`config.mk`:
```
export PLATFORM = sky130hd
export DESIGN_NAME = reg_file_flat
export DESIGN_NICKNAME = d
export VERILOG_FILES = /design/src/rtl/cpu_pkg.sv /design/src/rtl/regfile_if.sv /design/src/rtl/reg_file.sv /design/src/flat_wrapper.sv
export SDC_FILE = /design/constraint.sdc
export NUM_CORES = 2
export LEC_CHECK = 0
export BUFFER_PORTS_ARGS = -buffer_cell sky130_fd_sc_hd__buf_2
export CAP_MARGIN = 25
export CORE_ASPECT_RATIO = 0.75
export CORE_UTILIZATION = 55
export CTS_BUF_LIST = sky130_fd_sc_hd__clkbuf_8
export CTS_CLUSTER_SIZE = 25
export DETAILED_ROUTE_END_ITERATION = 10
export PLACE_DENSITY = 0.71
export SLEW_MARGIN = 40
export SYNTH_ARGS = -nofsm -noshare
export SYNTH_HDL_FRONTEND = slang
export SYNTH_SLANG_ARGS = --single-unit
```
`constraint.sdc`:
```
create_clock -name clk -period 2.8 [get_ports clk]
set_input_delay 0.56 -clock clk [delete_from_list [all_inputs] [get_ports clk]]
set_output_delay 0.56 -clock clk [all_outputs]
set_load 0.1 [all_outputs]
```
`src/rtl/cpu_pkg.sv`:
```
/*
 * Shared widths, opcode and funct codes, ALU operation type and the instruction
 * word layout for the multi-cycle processor. Modules import it in their bodies.
 */
package cpu_pkg;

    // Word and storage sizes
    localparam int XLEN          = 32;
    localparam int MEM_DEPTH     = 256;
    localparam int MEM_ADDR_W    = 8;
    localparam int REG_COUNT     = 32;
    localparam int REG_ADDR_W    = 5;
    // The loader fills data memory downward from the top word
    localparam int DATA_LOAD_TOP = 255;

    typedef logic [XLEN-1:0]       word_t;
    typedef logic [MEM_ADDR_W-1:0] mem_addr_t;
    typedef logic [REG_ADDR_W-1:0] reg_addr_t;

    // Opcodes, bits 31:26 of every instruction
    localparam logic [5:0] OP_RTYPE = 6'd0;
    localparam logic [5:0] OP_ADDI  = 6'd1;
    localparam logic [5:0] OP_AND   = 6'd3;
    localparam logic [5:0] OP_OR    = 6'd4;
    localparam logic [5:0] OP_ANDI  = 6'd5;
    localparam logic [5:0] OP_ORI   = 6'd6;
    // Shifts are R-format: rd gets rs shifted by the shamt field, funct picks the direction
    localparam logic [5:0] OP_SHIFT = 6'd7;
    localparam logic [5:0] OP_LW    = 6'd8;
    localparam logic [5:0] OP_SW    = 6'd9;
    localparam logic [5:0] OP_BEQ   = 6'd10;
    localparam logic [5:0] OP_BNE   = 6'd11;
    localparam logic [5:0] OP_J     = 6'd16;
    localparam logic [5:0] OP_SLT   = 6'd19;
    localparam logic [5:0] OP_SLTI  = 6'd20;

    // Funct codes shared by OP_RTYPE (add, sub) and OP_SHIFT (sll, srl)
    localparam logic [5:0] FN_ADD_SLL = 6'd0;
    localparam logic [5:0] FN_SUB_SRL = 6'd1;

    typedef enum logic [2:0] {
        ALU_ADD,
        ALU_SUB,
        ALU_AND,
        ALU_OR,
        ALU_SLL,
        ALU_SRL,
        ALU_SLT
    } alu_op_t;

    // Register format: opcode rs rt rd shamt funct
    typedef struct packed {
        logic [5:0] opcode;
        reg_addr_t  rs;
        reg_addr_t  rt;
        reg_addr_t  rd;
        logic [4:0] shamt;
        logic [5:0] funct;
    } r_fmt_t;

    // Immediate format, rt is the destination for ALU and load forms
    typedef struct packed {
        logic [5:0]  opcode;
        reg_addr_t   rs;
        reg_addr_t   rt;
        logic [15:0] imm;
    } i_fmt_t;

    typedef struct packed {
        logic [5:0]  opcode;
        logic [25:0] target;
    } j_fmt_t;

    // The same instruction word seen through all three formats
    typedef union packed {
        r_fmt_t r;
        i_fmt_t i;
        j_fmt_t j;
    } instr_u;

endpackage

```
`src/rtl/regfile_if.sv`:
```
/*
 * Register-file port with two combinational reads and one clocked write.
 */
`timescale 1ns/1ns

interface regfile_if;
    import cpu_pkg::*;

    reg_addr_t ra1;
    reg_addr_t ra2;
    reg_addr_t wa;
    word_t     rd1;
    word_t     rd2;
    word_t     wd;
    logic      we;

    modport controller (output ra1, ra2, wa, wd, we, input rd1, rd2);

    modport register (input ra1, ra2, wa, wd, we, output rd1, rd2);

endinterface

```
`src/rtl/reg_file.sv`:
```
/*
 * General-purpose register file, 32 words. Register 0 is never written
 * and always reads as zero on both read ports.
 */
`timescale 1ns/1ns

module reg_file (
    input  logic        clk,
    input  logic        rst_n,
    regfile_if.register rf
);
    import cpu_pkg::*;

    word_t regs [REG_COUNT];

    // All registers start from zero so programs see a known state
    always_ff @(posedge clk or negedge rst_n) begin
        if (!rst_n) begin
            for (int i = 0; i < REG_COUNT; i++) begin
                regs[i] <= '0;
            end
        end else if (rf.we && (rf.wa != '0)) begin
            // A write aimed at register 0 is simply dropped
            regs[rf.wa] <= rf.wd;
        end
    end

    // Reads are combinational so EXECUTE sees operands in the same cycle
    assign rf.rd1 = (rf.ra1 == '0) ? '0 : regs[rf.ra1];
    assign rf.rd2 = (rf.ra2 == '0) ? '0 : regs[rf.ra2];

    // Register 0 must read zero whatever the controller wrote earlier
    a_reg0_zero : assert property (
        @(posedge clk) disable iff (!rst_n)
        ((rf.ra1 != '0) || (rf.rd1 == '0)) && ((rf.ra2 != '0) || (rf.rd2 == '0))
    );

endmodule

```
`src/flat_wrapper.sv`:
```
// flat-port wrapper written by rule: the top's interface ports become plain ports
module reg_file_flat import cpu_pkg::*;
  (clk, rst_n, rf_ra1, rf_ra2, rf_wa, rf_wd, rf_we, rf_rd1, rf_rd2);
  regfile_if rf_i ();
  input  logic clk;
  input  logic rst_n;
  input wire logic [$bits(rf_i.ra1)-1:0] rf_ra1;
  input wire logic [$bits(rf_i.ra2)-1:0] rf_ra2;
  input wire logic [$bits(rf_i.wa)-1:0] rf_wa;
  input wire logic [$bits(rf_i.wd)-1:0] rf_wd;
  input wire logic [$bits(rf_i.we)-1:0] rf_we;
  output wire logic [$bits(rf_i.rd1)-1:0] rf_rd1;
  output wire logic [$bits(rf_i.rd2)-1:0] rf_rd2;
  assign rf_i.ra1 = rf_ra1;
  assign rf_i.ra2 = rf_ra2;
  assign rf_i.wa = rf_wa;
  assign rf_i.wd = rf_wd;
  assign rf_i.we = rf_we;
  assign rf_rd1 = rf_i.rd1;
  assign rf_rd2 = rf_i.rd2;
  reg_file u_core (.clk(clk), .rst_n(rst_n), .rf(rf_i));
endmodule
```
Yosys cells after proc, flatten, opt, wreduce, memory -nomap -nowiden:

Index checks and enable logic that the tools add are counted.

* register bits: 1024
* bits in latches: 0
* RAM bits: 0
* memory bits (read-only): 0
* input port bits: 50
* output and inout bits: 64
* logic and storage cells: 55
* memories: 0

* $add $sub $neg: 0
* multiply operators: 0
* divide/modulo/power cells: 0
* $lt $le $gt $ge: 4
* equality and inequality tests: 0
* shift operators: 0
* muxes and demuxes: 11
* bitwise logic cells: 3
* reduce and logical (&&, ||, !) cells: 5

Operator list (number)
* $bwmux W1024: 1
* $bmux W32 S5: 2
* $mux W32: 7
* $demux W32 S5: 1
* $ge A6 B6 Y1 const B: 3
* $not A5 Y6: 3
* $logic_not A5 Y1: 2
* $lt A6 B1 Y1 const B: 1
* $reduce_bool A5 Y1: 1
* $logic_and A1 B1 Y1: 2

Logic depth before layout (Yosys ltp):

* depth in word-level cells: 6
* depth in mapped cells: 7
* depth with buffers taken out: 4

Worst setup path after synthesis:

Ideal clock, no wire load.

* kind: in2out
* from: in rf_ra1[0]
* to: out rf_rd1[21]
* data arrival time: 3999 ps
* required time: 2240 ps
* setup slack: -1759 ps
* cell stages on the path: 7
* cells stage by stage: buf_4 > buf_8 > and2b_4 > buf_6 > a221oi_1 > o21ai_0 > a311oi_1

* longest elaborated chain between the ends: 5

Ends and longest elaborated chain
* start, declared: line flat_wrapper.sv:7 `input wire logic [$bits(rf_i.ra1)-1:0] rf_ra1;`
* $not A5 Y6 (implied by the code): line reg_file.sv:29 `assign rf.rd1 = (rf.ra1 == '0) ? '0 : regs[rf.ra1];`
* $bmux W32 S5: line reg_file.sv:29
* $mux W32 (implied by the code) (2 in series): line reg_file.sv:29
* $mux W32 (*): line reg_file.sv:29
* end, declared: line flat_wrapper.sv:12 `output wire logic [$bits(rf_i.rd1)-1:0] rf_rd1;`

Mark *: on every way between the ends. The rest lies on a longest branch, timed or not. The select of a mux whose other input is x is not followed.

Final worst setup path:

* from: reg u_core.regs[708] in the netlist's numbering
* to: out rf_rd1[4]

* longest elaborated chain between the ends: 4

Ends and longest elaborated chain
* start, declared: line reg_file.sv:14 `word_t regs [REG_COUNT];`
* start signal, assigned by index: line reg_file.sv:24 `regs[rf.wa] <= rf.wd;`
* $bmux W32 S5: line reg_file.sv:29
* $mux W32 (implied by the code) (2 in series): line reg_file.sv:29
* $mux W32: line reg_file.sv:29

No other way between the ends. The select of a mux whose other input is x is not followed.

==> results.md <==
- Mapped Area: 55020 um^2
- DRT Pass-1 Iters: 5
- Vias in the first global route: 40180
- Most used DFF post-synth: dfrtp_1
- Post-Route Skew: 0 ps
- Failing checks: setup timing
- Pwr dens: 670.9 nW/um^2
- Max Slew Vio Count: 0
- Worst EP arrival: 2620 ps
- Critical path capture point type: primary output
- Reg2reg start: u_core.regs[554]
- Post-synth top area share: 46.58%
- Final net count: 4001
- Clk slew on worst S/H paths: 60 ps
- TritonCTS Sinks: 1024
- Crit path from: u_core.regs[708]
- Max incr delay on CP: 470 ps
- Final worst path period share: 113.7%
- Cts bufs inserted: 164
- Vias: 37870
- Pint: 31.19 mW
- Fmax: 314.2 MHz
- Starting DRT DRC Count: 3945
- Synthesized instance count: 3613
- Final worst slack: -382.7 ps
- Remaining antenna violation count: 0
- Layout Cells excl Fill: 5406
- Hold Crit Class: in -> async
- First-pass GRT wire length: 275400 um
- Top delay family on crit path: multiplexers
- Commonest non-fill, non-tap cell in the layout: dfrtp_1
- Ys async rst share: 100.0%
- Placed insts: 5101
- Switching share of total power: 31.01%
- Ys Warns: 0
- Worst Reg-to-Reg Cells: 3
- Vias/cell: 7.005
- Port-buffer cells: 113
- Placer Congestion: 0.9005
- Slowest cell on crit path: mux4_2
- P&R area growth vs syn: 22.47%
- Final setup vio count: 64
- Die Height: 275.9 um
- Ranking of synthesized cells by area: dfrtp_1 (47%), mux2_2 (21%), mux4_2 (18%)
- Psw: 14.02 mW
- Hpwl dp: 117400 um
- Area leader, netlist: dfrtp_1
- Avg Cell Area, Syn: 15.23 um^2
- CP Max Fanout: 3
- Slew of the pin with the lowest slew margin: 751.5 ps
- CP Class: reg -> out
- Die area: 101300 um^2
- Clock Path Buffers: 3
- CP required: 2240 ps
- Most frequent cells in the layout: dfrtp_1 (1024), mux2_2 (969), mux4_2 (448)
- TritonCTS clock tree: built
- Status: finished, violations left
- Leak: 29.09 nW
- VDD IR max: 477.3 uV
- Number of synthesized flops with an enable pin: 0
- Crit path cell chain: mux4_2 > mux2_4 > o21ai_4 > a311oi_4 > buf_6 > buf_12
- Flop-to-flop setup slack: 1790 ps
- End point of the critical path: rf_rd1[4]
- Clk pwr share: 29.4%
- #FFs+latches synth: 1024
- Power Total: 45.21 mW
- Stages on the worst setup path: 6
- Site Rows: 100
- Largest net degree at the start of global routing: 112
- Layout cells sized above 1: 64.51%
- Endpoints failing hold: 0
- Rel. slew slack: 49.90%
- Sequential power share: 44.0%
- GRT Overall Usage: 37.48%
- Biggest regs: u_core.regs: 1024 flops
- Initial Util: 55.45%
- Buf/Inv on CP: 2
- Comb power frac: 26.7%
- Synth cell types: 40
- RSZ-0062 raised after global routing: true
- Post-layout min period: 3183 ps
- CTS root buffer: clkbuf_8
- Final global-route overflow total: 0
- Die Wd: 367.2 um
- Sequential area share after synthesis: 46.58%
- Critical Path Source Type: register
- IO Pins: 114
- Fillers: 6463
- Clock Latency Late Sink: 870 ps
- Final Routed Wirelength: 186900 um
- Reg with most FFs: u_core.regs
- Reg-to-reg endpoint: u_core.regs[554]
- Antenna violations before repair: 13
- Core Box Area: 99220 um^2
- CTS H-Tree Depth: 4
- Remaining DRCs: 0
- Max reg flops: 1024
- Post-synth net total: 3663
- WL/cell: 34.58 um
- Max-cap viol count: 0
[logic make-up after synthesis]
logic type | Yosys count | share of synthesized area (%)
buffers and inverters | 425 | 4.678
muxes | 1632 | 42.28
DFF | 1024 | 46.58
AOI/OAI and AO/OA | 366 | 4.808
and+or+nand+nor | 166 | 1.656
[routing by layer]
layer,GRT usage [%],vias up,routed length (um)
met2,55.27,2224,82830
met4,20.70,12,10460
li1,-,14760,-
met1,49.46,20260,73360
met5,0,-,74
met3,12.28,616,20230
[final cells by class]
type	instances	area [um^2]	area share, %
antenna	6	15.01	0.02228
clock buffer	208	2863	4.249
tap	1326	1659	2.462
inverter	2	11.26	0.01671
multi-input combinational	2164	29800	44.22
timing repair buffer	595	6962	10.33
clock inverter	81	449.2	0.6666
sequential	1024	25620	38.03
[metrics by stage]
stage	setup slack (ps)	hold slack, ps	setup TNS [ps]	utilization (%)	instance area, um^2
after global placement	-317.4	376.8	-13340	63.07	62580
final	-382.7	240.6	-17990	67.91	67380
after global routing	-433.8	271.8	-21810	67.91	67380
after CTS	-431.9	218.7	-21960	67.38	66850
after floorplan	-247.3	264.4	-12340	-	56640
after detailed placement	-322.7	383.3	-14090	63.07	62580
[Yosys cell counts (all sizes together), types with 23 or more instances]
cell type and instances:
a221oi 46, clkbuf 172, nand2 52, o21ai 110
a311oi 64, dfrtp 1024, buf 251, a22oi 64
mux2i 128, nor2 23, mux4 448, a211oi 64
nor2b 67, mux2 1056
[worst reg2reg max path, cell delays in order (launching register included)]
cell and delay (ps):
dfrtp_1 390, buf_4 140, buf_4 120, mux2_2 260
[power groups by stage]
stage | sequential (mW) | combinational (mW) | clock (mW)
CTS | 19.7 | 11.8 | 13.4
detailed placement | 20.0 | 11.3 | 0
floorplan | 19.1 | 8.29 | 0
finish | 19.9 | 12.1 | 13.3
global route | 20.1 | 12.6 | 14.1
global placement | 19.6 | 10.9 | 0
[worst min-delay path by stage]
stage	from	to	slack, ps	cells past startpoint
final	rst_n	u_core.regs[834]	240	2
after global routing	rst_n	u_core.regs[194]	270	2
after CTS	rst_n	u_core.regs[930]	220	2
after detailed placement	u_core.regs[1007]	u_core.regs[1007]	380	0
after global placement	u_core.regs[1021]	u_core.regs[1021]	380	0
after floorplan	rst_n	u_core.regs[0]	260	0
[timing repair]
| item | 4_1_cts | 5_1_grt |
|---|---|---|
| setup endpoints to repair | 64 | 64 |
| resized for setup | 204 | 82 |
| pin swaps | 74 | 26 |
| endpoints found under the hold margin | 23 | 0 |
| hold buffers | 1 | 0 |
| setup buffers | 7 | 10 |
Note: power is estimated with default switching activity, not from simulation.
