==> src/rtl/cpu_pkg.sv <==
/*
 * Shared widths, opcode and funct codes, ALU operation type and the instruction
 * word layout for the multi-cycle processor. Modules import it in their bodies.
 */
package cpu_pkg;

    // Word and storage sizes
    localparam int XLEN          = 32;
    localparam int MEM_DEPTH     = 256;
    localparam int MEM_ADDR_W    = 8;
    localparam int REG_COUNT     = 32;
    localparam int REG_ADDR_W    = 5;
    // The loader fills data memory downward from the top word
    localparam int DATA_LOAD_TOP = 255;

    typedef logic [XLEN-1:0]       word_t;
    typedef logic [MEM_ADDR_W-1:0] mem_addr_t;
    typedef logic [REG_ADDR_W-1:0] reg_addr_t;

    // Opcodes, bits 31:26 of every instruction
    localparam logic [5:0] OP_RTYPE = 6'd0;
    localparam logic [5:0] OP_ADDI  = 6'd1;
    localparam logic [5:0] OP_AND   = 6'd3;
    localparam logic [5:0] OP_OR    = 6'd4;
    localparam logic [5:0] OP_ANDI  = 6'd5;
    localparam logic [5:0] OP_ORI   = 6'd6;
    // Shifts are R-format: rd gets rs shifted by the shamt field, funct picks the direction
    localparam logic [5:0] OP_SHIFT = 6'd7;
    localparam logic [5:0] OP_LW    = 6'd8;
    localparam logic [5:0] OP_SW    = 6'd9;
    localparam logic [5:0] OP_BEQ   = 6'd10;
    localparam logic [5:0] OP_BNE   = 6'd11;
    localparam logic [5:0] OP_J     = 6'd16;
    localparam logic [5:0] OP_SLT   = 6'd19;
    localparam logic [5:0] OP_SLTI  = 6'd20;

    // Funct codes shared by OP_RTYPE (add, sub) and OP_SHIFT (sll, srl)
    localparam logic [5:0] FN_ADD_SLL = 6'd0;
    localparam logic [5:0] FN_SUB_SRL = 6'd1;

    typedef enum logic [2:0] {
        ALU_ADD,
        ALU_SUB,
        ALU_AND,
        ALU_OR,
        ALU_SLL,
        ALU_SRL,
        ALU_SLT
    } alu_op_t;

    // Register format: opcode rs rt rd shamt funct
    typedef struct packed {
        logic [5:0] opcode;
        reg_addr_t  rs;
        reg_addr_t  rt;
        reg_addr_t  rd;
        logic [4:0] shamt;
        logic [5:0] funct;
    } r_fmt_t;

    // Immediate format, rt is the destination for ALU and load forms
    typedef struct packed {
        logic [5:0]  opcode;
        reg_addr_t   rs;
        reg_addr_t   rt;
        logic [15:0] imm;
    } i_fmt_t;

    typedef struct packed {
        logic [5:0]  opcode;
        logic [25:0] target;
    } j_fmt_t;

    // The same instruction word seen through all three formats
    typedef union packed {
        r_fmt_t r;
        i_fmt_t i;
        j_fmt_t j;
    } instr_u;

endpackage

==> src/rtl/mem_if.sv <==
/*
 * Data-memory port between the controller and the data memory.
 * rdata is registered and follows addr by one cycle.
 */
`timescale 1ns/1ns

interface mem_if;
    import cpu_pkg::*;

    mem_addr_t addr;
    word_t     wdata;
    logic      we;
    word_t     rdata;

    modport controller (output addr, output wdata, output we, input rdata);

    modport memory (input addr, input wdata, input we, output rdata);

endinterface

==> src/rtl/regfile_if.sv <==
/*
 * Register-file port with two combinational reads and one clocked write.
 */
`timescale 1ns/1ns

interface regfile_if;
    import cpu_pkg::*;

    reg_addr_t ra1;
    reg_addr_t ra2;
    reg_addr_t wa;
    word_t     rd1;
    word_t     rd2;
    word_t     wd;
    logic      we;

    modport controller (output ra1, ra2, wa, wd, we, input rd1, rd2);

    modport register (input ra1, ra2, wa, wd, we, output rd1, rd2);

endinterface

==> src/rtl/cpu_control.sv <==
/*
 * Controller that takes the loader words, then steps each instruction through
 * FETCH, DECODE, EXECUTE (and MEM for lw) until the PC hits the instruction count.
 */
`timescale 1ns/1ns

module cpu_control (
    input  logic               clk,
    input  logic               rst_n,
    input  logic               start_signal,
    input  logic               load_valid,
    input  logic               add_into,
    input  cpu_pkg::word_t     new_word,
    output logic               end_signal,
    output logic               imem_we,
    output cpu_pkg::mem_addr_t imem_waddr,
    output cpu_pkg::mem_addr_t imem_raddr,
    input  cpu_pkg::word_t     imem_rdata,
    mem_if.controller          dmem,
    regfile_if.controller      rf,
    output cpu_pkg::alu_op_t   alu_op,
    output cpu_pkg::word_t     alu_a,
    output cpu_pkg::word_t     alu_b,
    input  cpu_pkg::word_t     alu_result,
    input  logic               alu_zero
);
    import cpu_pkg::*;

    typedef enum logic [2:0] {
        S_LOAD,
        S_FETCH,
        S_DECODE,
        S_EXECUTE,
        S_MEM,
        S_DONE
    } state_t;

    state_t    state;
    mem_addr_t pc;
    mem_addr_t next_pc;
    mem_addr_t pc_plus1;
    // Next free instruction slot, which is also the number of loaded instructions
    mem_addr_t instr_count;
    mem_addr_t data_ptr;
    instr_u    ir;
    word_t     imm_sext;
    word_t     imm_zext;
    logic      load_strobe;
    logic      is_lw;
    logic      is_sw;
    logic      wb_en;
    logic      wb_rd;

    always_ff @(posedge clk or negedge rst_n) begin
        if (!rst_n) begin
            state       <= S_LOAD;
            pc          <= '0;
            instr_count <= '0;
            data_ptr    <= mem_addr_t'(DATA_LOAD_TOP);
        end else begin
            case (state)
                S_LOAD: begin
                    // The first edge that sees start closes loading for good
                    if (start_signal) begin
                        state <= S_FETCH;
                    end else if (load_valid) begin
                        if (add_into) begin
                            data_ptr <= data_ptr - 1'b1;
                        end else begin
                            instr_count <= instr_count + 1'b1;
                        end
                    end
                end
                S_FETCH: begin
                    state <= (pc == instr_count) ? S_DONE : S_DECODE;
                end
                S_DECODE: begin
                    state <= S_EXECUTE;
                end
                S_EXECUTE: begin
                    pc    <= next_pc;
                    state <= is_lw ? S_MEM : S_FETCH;
                end
                S_MEM: begin
                    state <= S_FETCH;
                end
                S_DONE: begin
                    state <= S_DONE;
                end
                default: begin
                    state <= S_LOAD;
                end
            endcase
        end
    end

    // The fetched word arrives during DECODE and is held for EXECUTE and MEM
    always_ff @(posedge clk or negedge rst_n) begin
        if (!rst_n) begin
            ir <= '0;
        end else if (state == S_DECODE) begin
            ir <= imem_rdata;
        end
    end

    assign end_signal  = (state == S_DONE);
    assign load_strobe = (state == S_LOAD) && load_valid && !start_signal;
    assign imem_we     = load_strobe && !add_into;
    assign imem_waddr  = instr_count;
    assign imem_raddr  = pc;

    assign imm_sext = {{(XLEN-16){ir.i.imm[15]}}, ir.i.imm};
    assign imm_zext = {{(XLEN-16){1'b0}}, ir.i.imm};
    assign is_lw    = (ir.i.opcode == OP_LW);
    assign is_sw    = (ir.i.opcode == OP_SW);

    // Opcode decode into ALU operation, second operand and write-back choice
    always_comb begin
        alu_op = ALU_ADD;
        alu_b  = rf.rd2;
        wb_en  = 1'b0;
        wb_rd  = 1'b0;
        case (ir.r.opcode)
            OP_RTYPE: begin
                wb_rd = 1'b1;
                wb_en = (ir.r.funct == FN_ADD_SLL) || (ir.r.funct == FN_SUB_SRL);
                if (ir.r.funct == FN_SUB_SRL) begin
                    alu_op = ALU_SUB;
                end
            end
            OP_ADDI: begin
                alu_b = imm_sext;
                wb_en = 1'b1;
            end
            OP_AND: begin
                alu_op = ALU_AND;
                wb_en  = 1'b1;
                wb_rd  = 1'b1;
            end
            OP_OR: begin
                alu_op = ALU_OR;
                wb_en  = 1'b1;
                wb_rd  = 1'b1;
            end
            OP_ANDI: begin
                alu_op = ALU_AND;
                alu_b  = imm_zext;
                wb_en  = 1'b1;
            end
            OP_ORI: begin
                alu_op = ALU_OR;
                alu_b  = imm_zext;
                wb_en  = 1'b1;
            end
            OP_SHIFT: begin
                alu_op = (ir.r.funct == FN_SUB_SRL) ? ALU_SRL : ALU_SLL;
                alu_b  = {{(XLEN-5){1'b0}}, ir.r.shamt};
                wb_en  = (ir.r.funct == FN_ADD_SLL) || (ir.r.funct == FN_SUB_SRL);
                wb_rd  = 1'b1;
            end
            // Address is rs plus the signed offset; lw writes back in MEM
            OP_LW, OP_SW: begin
                alu_b = imm_sext;
            end
            OP_BEQ, OP_BNE: begin
                alu_op = ALU_SUB;
            end
            OP_SLT: begin
                alu_op = ALU_SLT;
                wb_en  = (ir.r.funct == FN_ADD_SLL);
                wb_rd  = 1'b1;
            end
            OP_SLTI: begin
                alu_op = ALU_SLT;
                alu_b  = imm_sext;
                wb_en  = 1'b1;
            end
            default: begin
                // Unknown opcodes fall through as a no-op
                wb_en = 1'b0;
            end
        endcase
    end

    assign alu_a    = rf.rd1;
    assign pc_plus1 = pc + 1'b1;

    // Branch offsets are relative to the following instruction
    always_comb begin
        case (ir.i.opcode)
            OP_BEQ: begin
                next_pc = alu_zero ? pc_plus1 + imm_sext[MEM_ADDR_W-1:0] : pc_plus1;
            end
            OP_BNE: begin
                next_pc = alu_zero ? pc_plus1 : pc_plus1 + imm_sext[MEM_ADDR_W-1:0];
            end
            OP_J: begin
                next_pc = ir.j.target[MEM_ADDR_W-1:0];
            end
            default: begin
                next_pc = pc_plus1;
            end
        endcase
    end

    assign rf.ra1 = ir.r.rs;
    assign rf.ra2 = ir.r.rt;
    assign rf.wa  = wb_rd ? ir.r.rd : ir.i.rt;
    assign rf.wd  = (state == S_MEM) ? dmem.rdata : alu_result;
    assign rf.we  = ((state == S_EXECUTE) && wb_en) || (state == S_MEM);

    // The loader owns the data port until start, then lw and sw use it
    assign dmem.addr  = (state == S_LOAD) ? data_ptr : alu_result[MEM_ADDR_W-1:0];
    assign dmem.wdata = (state == S_LOAD) ? new_word : rf.rd2;
    assign dmem.we    = (load_strobe && add_into) || ((state == S_EXECUTE) && is_sw);

    // Once the program has finished it stays finished until reset
    a_end_sticky : assert property (
        @(posedge clk) disable iff (!rst_n)
        end_signal |=> end_signal
    );

    // Data memory is only written by the loader or by a store in EXECUTE
    a_dmem_we_src : assert property (
        @(posedge clk) disable iff (!rst_n)
        dmem.we |-> (((state == S_LOAD) && add_into)
                     || ((state == S_EXECUTE) && (ir.i.opcode == OP_SW)))
    );

endmodule

==> src/flat_wrapper.sv <==
// flat-port wrapper written by rule: the top's interface ports become plain ports
module cpu_control_flat import cpu_pkg::*;
  (clk, rst_n, start_signal, load_valid, add_into, new_word, end_signal, imem_we, imem_waddr, imem_raddr, imem_rdata, alu_op, alu_a, alu_b, alu_result, alu_zero, dmem_addr, dmem_wdata, dmem_we, dmem_rdata, rf_ra1, rf_ra2, rf_wa, rf_wd, rf_we, rf_rd1, rf_rd2);
  mem_if dmem_i ();
  regfile_if rf_i ();
  input  logic clk;
  input  logic rst_n;
  input  logic start_signal;
  input  logic load_valid;
  input  logic add_into;
  input  cpu_pkg::word_t new_word;
  output logic end_signal;
  output logic imem_we;
  output cpu_pkg::mem_addr_t imem_waddr;
  output cpu_pkg::mem_addr_t imem_raddr;
  input  cpu_pkg::word_t imem_rdata;
  output cpu_pkg::alu_op_t alu_op;
  output cpu_pkg::word_t alu_a;
  output cpu_pkg::word_t alu_b;
  input  cpu_pkg::word_t alu_result;
  input  logic alu_zero;
  output wire logic [$bits(dmem_i.addr)-1:0] dmem_addr;
  output wire logic [$bits(dmem_i.wdata)-1:0] dmem_wdata;
  output wire logic [$bits(dmem_i.we)-1:0] dmem_we;
  input wire logic [$bits(dmem_i.rdata)-1:0] dmem_rdata;
  output wire logic [$bits(rf_i.ra1)-1:0] rf_ra1;
  output wire logic [$bits(rf_i.ra2)-1:0] rf_ra2;
  output wire logic [$bits(rf_i.wa)-1:0] rf_wa;
  output wire logic [$bits(rf_i.wd)-1:0] rf_wd;
  output wire logic [$bits(rf_i.we)-1:0] rf_we;
  input wire logic [$bits(rf_i.rd1)-1:0] rf_rd1;
  input wire logic [$bits(rf_i.rd2)-1:0] rf_rd2;
  assign dmem_addr = dmem_i.addr;
  assign dmem_wdata = dmem_i.wdata;
  assign dmem_we = dmem_i.we;
  assign dmem_i.rdata = dmem_rdata;
  assign rf_ra1 = rf_i.ra1;
  assign rf_ra2 = rf_i.ra2;
  assign rf_wa = rf_i.wa;
  assign rf_wd = rf_i.wd;
  assign rf_we = rf_i.we;
  assign rf_i.rd1 = rf_rd1;
  assign rf_i.rd2 = rf_rd2;
  cpu_control u_core (.clk(clk), .rst_n(rst_n), .start_signal(start_signal), .load_valid(load_valid), .add_into(add_into), .new_word(new_word), .end_signal(end_signal), .imem_we(imem_we), .imem_waddr(imem_waddr), .imem_raddr(imem_raddr), .imem_rdata(imem_rdata), .dmem(dmem_i), .rf(rf_i), .alu_op(alu_op), .alu_a(alu_a), .alu_b(alu_b), .alu_result(alu_result), .alu_zero(alu_zero));
endmodule
==> config.mk <==
export PLATFORM = sky130hd
export DESIGN_NAME = cpu_control_flat
export DESIGN_NICKNAME = d
export VERILOG_FILES = /design/src/rtl/cpu_pkg.sv /design/src/rtl/mem_if.sv /design/src/rtl/regfile_if.sv /design/src/rtl/cpu_control.sv /design/src/flat_wrapper.sv
export SDC_FILE = /design/constraint.sdc
export NUM_CORES = 1
export LEC_CHECK = 0
export BUFFER_PORTS_ARGS = -buffer_cell sky130_fd_sc_hd__clkbuf_2
export CAP_MARGIN = 10
export CORE_AREA = 5 5 141 143
export CTS_BUF_LIST = sky130_fd_sc_hd__clkbuf_8
export DETAILED_ROUTE_END_ITERATION = 8
export DIE_AREA = 0 0 146 148
export REMOVE_ABC_BUFFERS = 1
export SLEW_MARGIN = 20
export SYNTH_ARGS = -nofsm -noshare
export SYNTH_HDL_FRONTEND = slang
export SYNTH_SLANG_ARGS = --single-unit
==> constraint.sdc <==
create_clock -name clk -period 5.1 [get_ports clk]
set_input_delay 0.255 -clock clk [delete_from_list [all_inputs] [get_ports clk]]
set_output_delay 0.255 -clock clk [all_outputs]
set_load 0.03 [all_outputs]
After elaboration in Yosys (flattened, before gate mapping)
Cells that the tools add are included.
- reduce and logical (&&, ||, !) cells: 25
- eq/ne operators: 21
- $add $sub $neg: 4
- mux-type cells: 17
- bitwise operators: 2
- operators with widths (operator ; count):
    32-bit one-hot mux with 3 select lines ; 1
    32-bit two-way mux ; 2
    3-bit one-hot mux with 6 select lines ; 2
    6-bit by 3-bit == test with 1-bit output (second input constant) ; 4
    6-bit by 4-bit == test with 1-bit output (second input constant) ; 4
    8-bit two-way mux ; 3
    8-bit one-hot mux with 3 select lines ; 1
    6-bit by 5-bit == test with 1-bit output (second input constant) ; 3
    8-bit by 1-bit adder with 8-bit output (second input constant) ; 2
    6-bit by 1-bit == test with 1-bit output (second input constant) ; 2
    6-bit logical NOT ; 2
    2-bit OR reduction ; 6
    3-bit two-way mux ; 3
    8-bit adder ; 1
    8-bit == test ; 1
    4-bit AND reduction ; 2
    8-bit by 1-bit subtractor with 8-bit output (second input constant) ; 1
    3-bit by 2-bit == test with 1-bit output (second input constant) ; 2
    3-bit == test (second input constant) ; 2
    6-bit by 2-bit == test with 1-bit output (second input constant) ; 1
    1-bit logical AND ; 6
    6-bit OR reduction ; 1
    5-bit two-way mux ; 1
    5-bit OR reduction ; 1
    other kinds (9) ; 15
- register bits after elaboration: 59
- word-level logic and storage cells: 74
- output and inout bits: 174
- input bits: 198

Depth between registers and ports, before layout
- depth in word-level cells: 5
- gate-level depth with buffers: 10
- gate-level depth less buffers: 9

Worst setup path after synthesis
OpenSTA, ideal clock, no wires.
- path kind: reg2reg
- start: reg u_core.pc[0] (netlist: u_core.imem_raddr[0])
- end: reg u_core.pc[7] (netlist: u_core.imem_raddr[7])
- clock period less this slack: 2470 ps
- path buffers: 0
- setup slack: 2630 ps
- arrival: 2338 ps
- required time: 4968 ps
- setup time: 132 ps
- stages on the path, launching flop included: 10
- path through: dfrtp_1 -> ha_1 -> nand3_1 -> xnor2_1 -> ha_1 -> a21oi_1 -> o21ai_0 -> o21a_1 -> a221oi_1 -> a21oi_1
- cells in the longest elaborated chain, start to end: 4
- elaborated cells on any way between the ends: 5
- classes of those cells: add/sub (2); mux (3)
- RTL lines (what ; line ; source):
    start, declared ; cpu_control.sv:39 ; mem_addr_t pc;
    start signal, assigned ; cpu_control.sv:81 ; pc <= next_pc;
    8-bit by 1-bit adder with 8-bit output (*) ; cpu_control.sv:186 ; assign pc_plus1 = pc + 1'b1;
    8-bit adder ; cpu_control.sv:192, cpu_control.sv:195 ;
    8-bit two-way mux (on tied branches) ; cpu_control.sv:195, cpu_control.sv:192 ;
    8-bit one-hot mux with 3 select lines (*) ; cpu_control.sv:190 ; case (ir.i.opcode)
Every way passes the cells marked *; elsewhere a longest branch is shown, timed or not.
A chain may end at the register's enable or synchronous reset.

Worst setup path after layout
- start: reg u_core.ir[27] (netlist bit)
- end: out alu_b[4]
- cells in the longest elaborated chain, start to end: 3
- elaborated cells on any way between the ends: 10
- classes of those cells: eq/ne (7); mux (1); reduce/logical (2)
- RTL lines (what ; line ; source):
    start, declared ; cpu_control.sv:45 ; instr_u ir;
    start signal, assigned ; cpu_control.sv:102 ; ir <= imem_rdata;
    6-bit by 1-bit == test with 1-bit output, or another cell as far along ; cpu_control.sv:123 ; case (ir.r.opcode)
    4-bit OR reduction (no line) or 2-bit OR reduction (tied branches) ; -- ;
    32-bit one-hot mux with 3 select lines (*) ; cpu_control.sv:123 ;
    end, declared ; flat_wrapper.sv:19 ; output cpu_pkg::word_t alu_b;
Marked as above.

==> reports/qor.txt <==
Routed WL per cell: 20.1 um
Destination of the worst register-to-register timing path: u_core.imem_raddr[7]
Worst clock skew on the final layout: 0.0108 ns
DRT antenna net count: 0
DPL Wire Length: 16.3 mm
Multi-input gate area: 3030 um^2
Number of fillers in the final layout: 1910
Most instantiated flip-flop cell in the synthesis netlist: dfrtp_1
Share of synthesized area occupied by flip-flops and latches: 0.297
Maximum number of pins on one net before global-route repair: 60
Initial antenna violation count: 0
IO Pins: 372
CTS sink cnt: 59
Number of iterations in the first detailed-routing pass: 5
Longest Clk Path Bufs: 2
Start-to-end type of the worst setup path: reg2out
Standard cell core area: 18500 um^2
Postcts setup bufs: 0
CTS H-tree lvls: 3
Total design power: 4350 uW
Worst endpoint data arrival time: 3.00 ns
Slowest library cell on the worst path: and2_1
First-pass GRT wire length: 30.3 mm
Critical Path Sink: alu_b[4]
Number of max-cap violations: 0
Count of synthesis-stage warnings from yosys: 0
Detailed-route wire length: 20.3 mm
Switching power as a share of total power: 0.546
Part of the power in registers: 0.243
RSZ-0062 raised after global routing: no
Initial core utilization: 0.271
Number of pins exceeding their max-slew limit in the final report: 0
Peak clock frequency supported by timing: 307 MHz
Critical path origin: u_core.ir[27]
Number of endpoints with negative hold slack in the final report: 0
Share of total power in the clock network: 0.093
PD cells: 657 nW/um^2
Critical register-to-register path startpoint: u_core.imem_raddr[0]
Ratio of cells with drive above 1 in the final layout: 0.585
Critical path, cell by cell: nand2b_1 -> o22a_1 -> o21ai_1 -> buf_4 -> and2_1 -> a221o_1 -> clkbuf_2
CTS tree: done
Slew at the pin closest to its max-slew limit: 0.944 ns
Total Routing Usage GR: 0.181
Area added between synthesis and finish: 32.3%
P_int: 1980 uW
Setup crit end kind: output pin
Worst setup SP type: flip-flop
Clock period minus worst slack: 3.26 ns
Reg area: 1490 um^2
Die extent in y: 148 um
CTS Buf Count: 9
Required time of the critical path: 4.85 ns
Resized cells post-CTS: 0
Insertion delay of the later-clocked pin in the worst-skew pair: 0.36 ns
Post-route DRC: 0
Port Buf Inserts: 307
Met3 capacity usage during global routing: 0.0644
Worst hold slack: 0.0716 ns
Highest ir drop seen on vdd: 0.356 mV
Largest fanout of any net on the critical path: 16
Fraction of the core area covered by cells at the end of the flow: 0.359
#FFs+latches synth: 59
Non-filler instance count after layout: 1013
CP Depth: 7
Global routing usage on met1: 0.240
Critical path's top delay family: simple AND/OR/NAND/NOR gates
Worst hold-check path type: in2async
Met2 track utilization from global routing: 0.275
Sum of negative setup slack: 0 ns
Site Rows: 50
Cell at the root of the clock tree: clkbuf_8
Cts-stage hold buffer count: 0
Gate count after technology mapping: 525
Final setup vio count: 0
Post-Syn Area: 5010 um^2
Mean instance size in the synthesized netlist: 9.54 um^2
Static leakage: 0.00334 uW
Final RePlAce weighted congestion: 0.897
Maximum cell stage delay along the critical path: 0.71 ns
Critical path buffers and inverters: 2
Sw power: 2380 uW
Worst rel slew slack: 0.369
DR iter-0 viols: 314
Residual overflow from global routing: 0
Global routing's busiest layer: met2
Outcome: completed
Reg-to-reg setup timing slack: 2.49 ns
Chip Width: 146 um
Number of distinct library cells after synthesis: 53
Number of vias in the routed layout: 4977
Post-synth EDFFs: 0
Number of cells on the worst reg-to-reg path: 9
Logic pwr share: 0.664
Count of placed standard cells including taps: 997
CTS clk-pin slew, worst paths: 0.07 ns
Diodes inserted: 0
Vias in the first global route: 4988
Final critical-path share of the clock period: 0.639
Area of the die: 21600 um^2
Post-DR vias/cell: 4.91
Async SR Flop Fraction: 1.00
Number of nets in the layout: 985
## per-layer routing
layer  up-vias  routed length [um]  part of all wire
met5         -                   0                 0
met3        18                2080              0.10
met4         0                 331             0.016
met1      2333                8760              0.43
met2       276                9140              0.45
li1       2350                   -                 -
## cells in the final DEF (no fill, tap or decap), types with 3 or more instances in the layout
| cell | instances |
|---|---|
| clkbuf_2 | 306 |
| mux2_2 | 103 |
| dfrtp_1 | 51 |
| nand2_1 | 35 |
| nand3_1 | 26 |
| a21o_1 | 21 |
| a21oi_1 | 18 |
| xor2_1 | 18 |
| nor2_1 | 16 |
| o21ai_0 | 16 |
| inv_1 | 15 |
| o21ai_1 | 15 |
| xnor2_1 | 14 |
| ha_1 | 12 |
| clkbuf_8 | 11 |
| dfstp_2 | 8 |
| nor3_1 | 7 |
| a221o_1 | 6 |
| buf_4 | 6 |
| nand2b_1 | 5 |
| and2_1 | 4 |
| nand4_1 | 4 |
| a31oi_1 | 4 |
| and3_1 | 4 |
| nor4_1 | 3 |
| nor4_2 | 3 |
| nor3_2 | 3 |
| or4_1 | 3 |
| o22ai_1 | 3 |
| and4_1 | 3 |
| a22oi_1 | 3 |
## registers in the layout (all words and copies together) (netlist names)
register and count:
u_core.state 3, u_core.imem_raddr 8, u_core.imem_waddr 8, u_core.data_ptr 8, u_core.ir 32
## power groups by stage
stage                     Combinational, uW  Sequential (uW)  Clock (uW)
final                                  2890             1060         406
after global placement                 2870             1070           0
after CTS                              2900             1070         429
after detailed placement               2890             1080           0
after global routing                   3140             1110         449
after floorplan                        1970             1090           0
## Yosys cell counts (2+ instances only)
cell type,n,share of area
nor4_1,3,0.0037
nor3_1,9,0.0090
a22oi_1,3,0.0045
nor2_1,16,0.012
a31oi_1,4,0.0050
a221oi_1,2,0.0035
nand2_1,35,0.026
inv_1,14,0.010
and3_4,2,0.0045
xnor2_1,14,0.024
or4_1,3,0.0045
and2_1,4,0.0050
o22ai_1,3,0.0037
xor2_1,18,0.031
buf_4,43,0.064
a211oi_1,2,0.0030
o21ai_0,16,0.016
dfstp_2,8,0.042
o21ai_1,15,0.015
a21oi_1,19,0.019
and3_1,4,0.0050
dfrtp_1,51,0.25
nand2b_1,5,0.0062
o21a_1,2,0.0030
buf_2,18,0.018
nand3b_1,2,0.0030
nand4_1,4,0.0050
mux2_2,103,0.23
a21o_1,21,0.031
a221o_1,6,0.012
nand3_1,26,0.026
ha_1,12,0.030
and4_1,3,0.0052
nor4_2,3,0.0075
clkbuf_1,14,0.010
## worst min-delay path by stage
| stage | from | end | slack [ns] |
|---|---|---|---|
| 2_1_floorplan | rst_n | u_core.imem_raddr[0] | -0.04 |
| 3_3_place_gp | imem_rdata[15] | u_core.ir[15] | 0.46 |
| 3_5_place_dp | imem_rdata[1] | u_core.ir[1] | 0.47 |
| 4_1_cts | imem_rdata[6] | u_core.ir[6] | 0.07 |
| 5_1_grt | imem_rdata[7] | u_core.ir[7] | 0.09 |
| 6_report | rst_n | u_core.imem_raddr[3] | 0.07 |
## stage by stage
step	worst slack, ns	cell area (um^2)
5_1_grt	1.63	6620
6_report	1.84	6620
3_3_place_gp	2.30	6440
4_1_cts	1.82	6620
2_1_floorplan	0.932	4540
3_5_place_dp	2.24	6440
## cell type report
| cell class | count | share of cell area |
|---|---|---|
| Multi-Input combinational cell | 377 | 0.457 |
| Timing Repair Buffer | 313 | 0.239 |
| Sequential cell | 59 | 0.224 |
| Tap cell | 234 | 0.0442 |
| Clock buffer | 11 | 0.0229 |
| Inverter | 14 | 0.00793 |
| Clock inverter | 5 | 0.00434 |
## cell families after synthesis
| kind of cell | Yosys count | synth area share |
|---|---|---|
| xor gates and xnor gates | 33 | 0.0605 |
| DFF | 59 | 0.297 |
| buffers and inverters | 89 | 0.103 |
| AOI/OAI and AO/OA | 99 | 0.126 |
| adders and majority gates | 13 | 0.0340 |
| muxes | 104 | 0.236 |
| and+or+nand+nor | 128 | 0.143 |
Power figures use the tool's default switching activity.
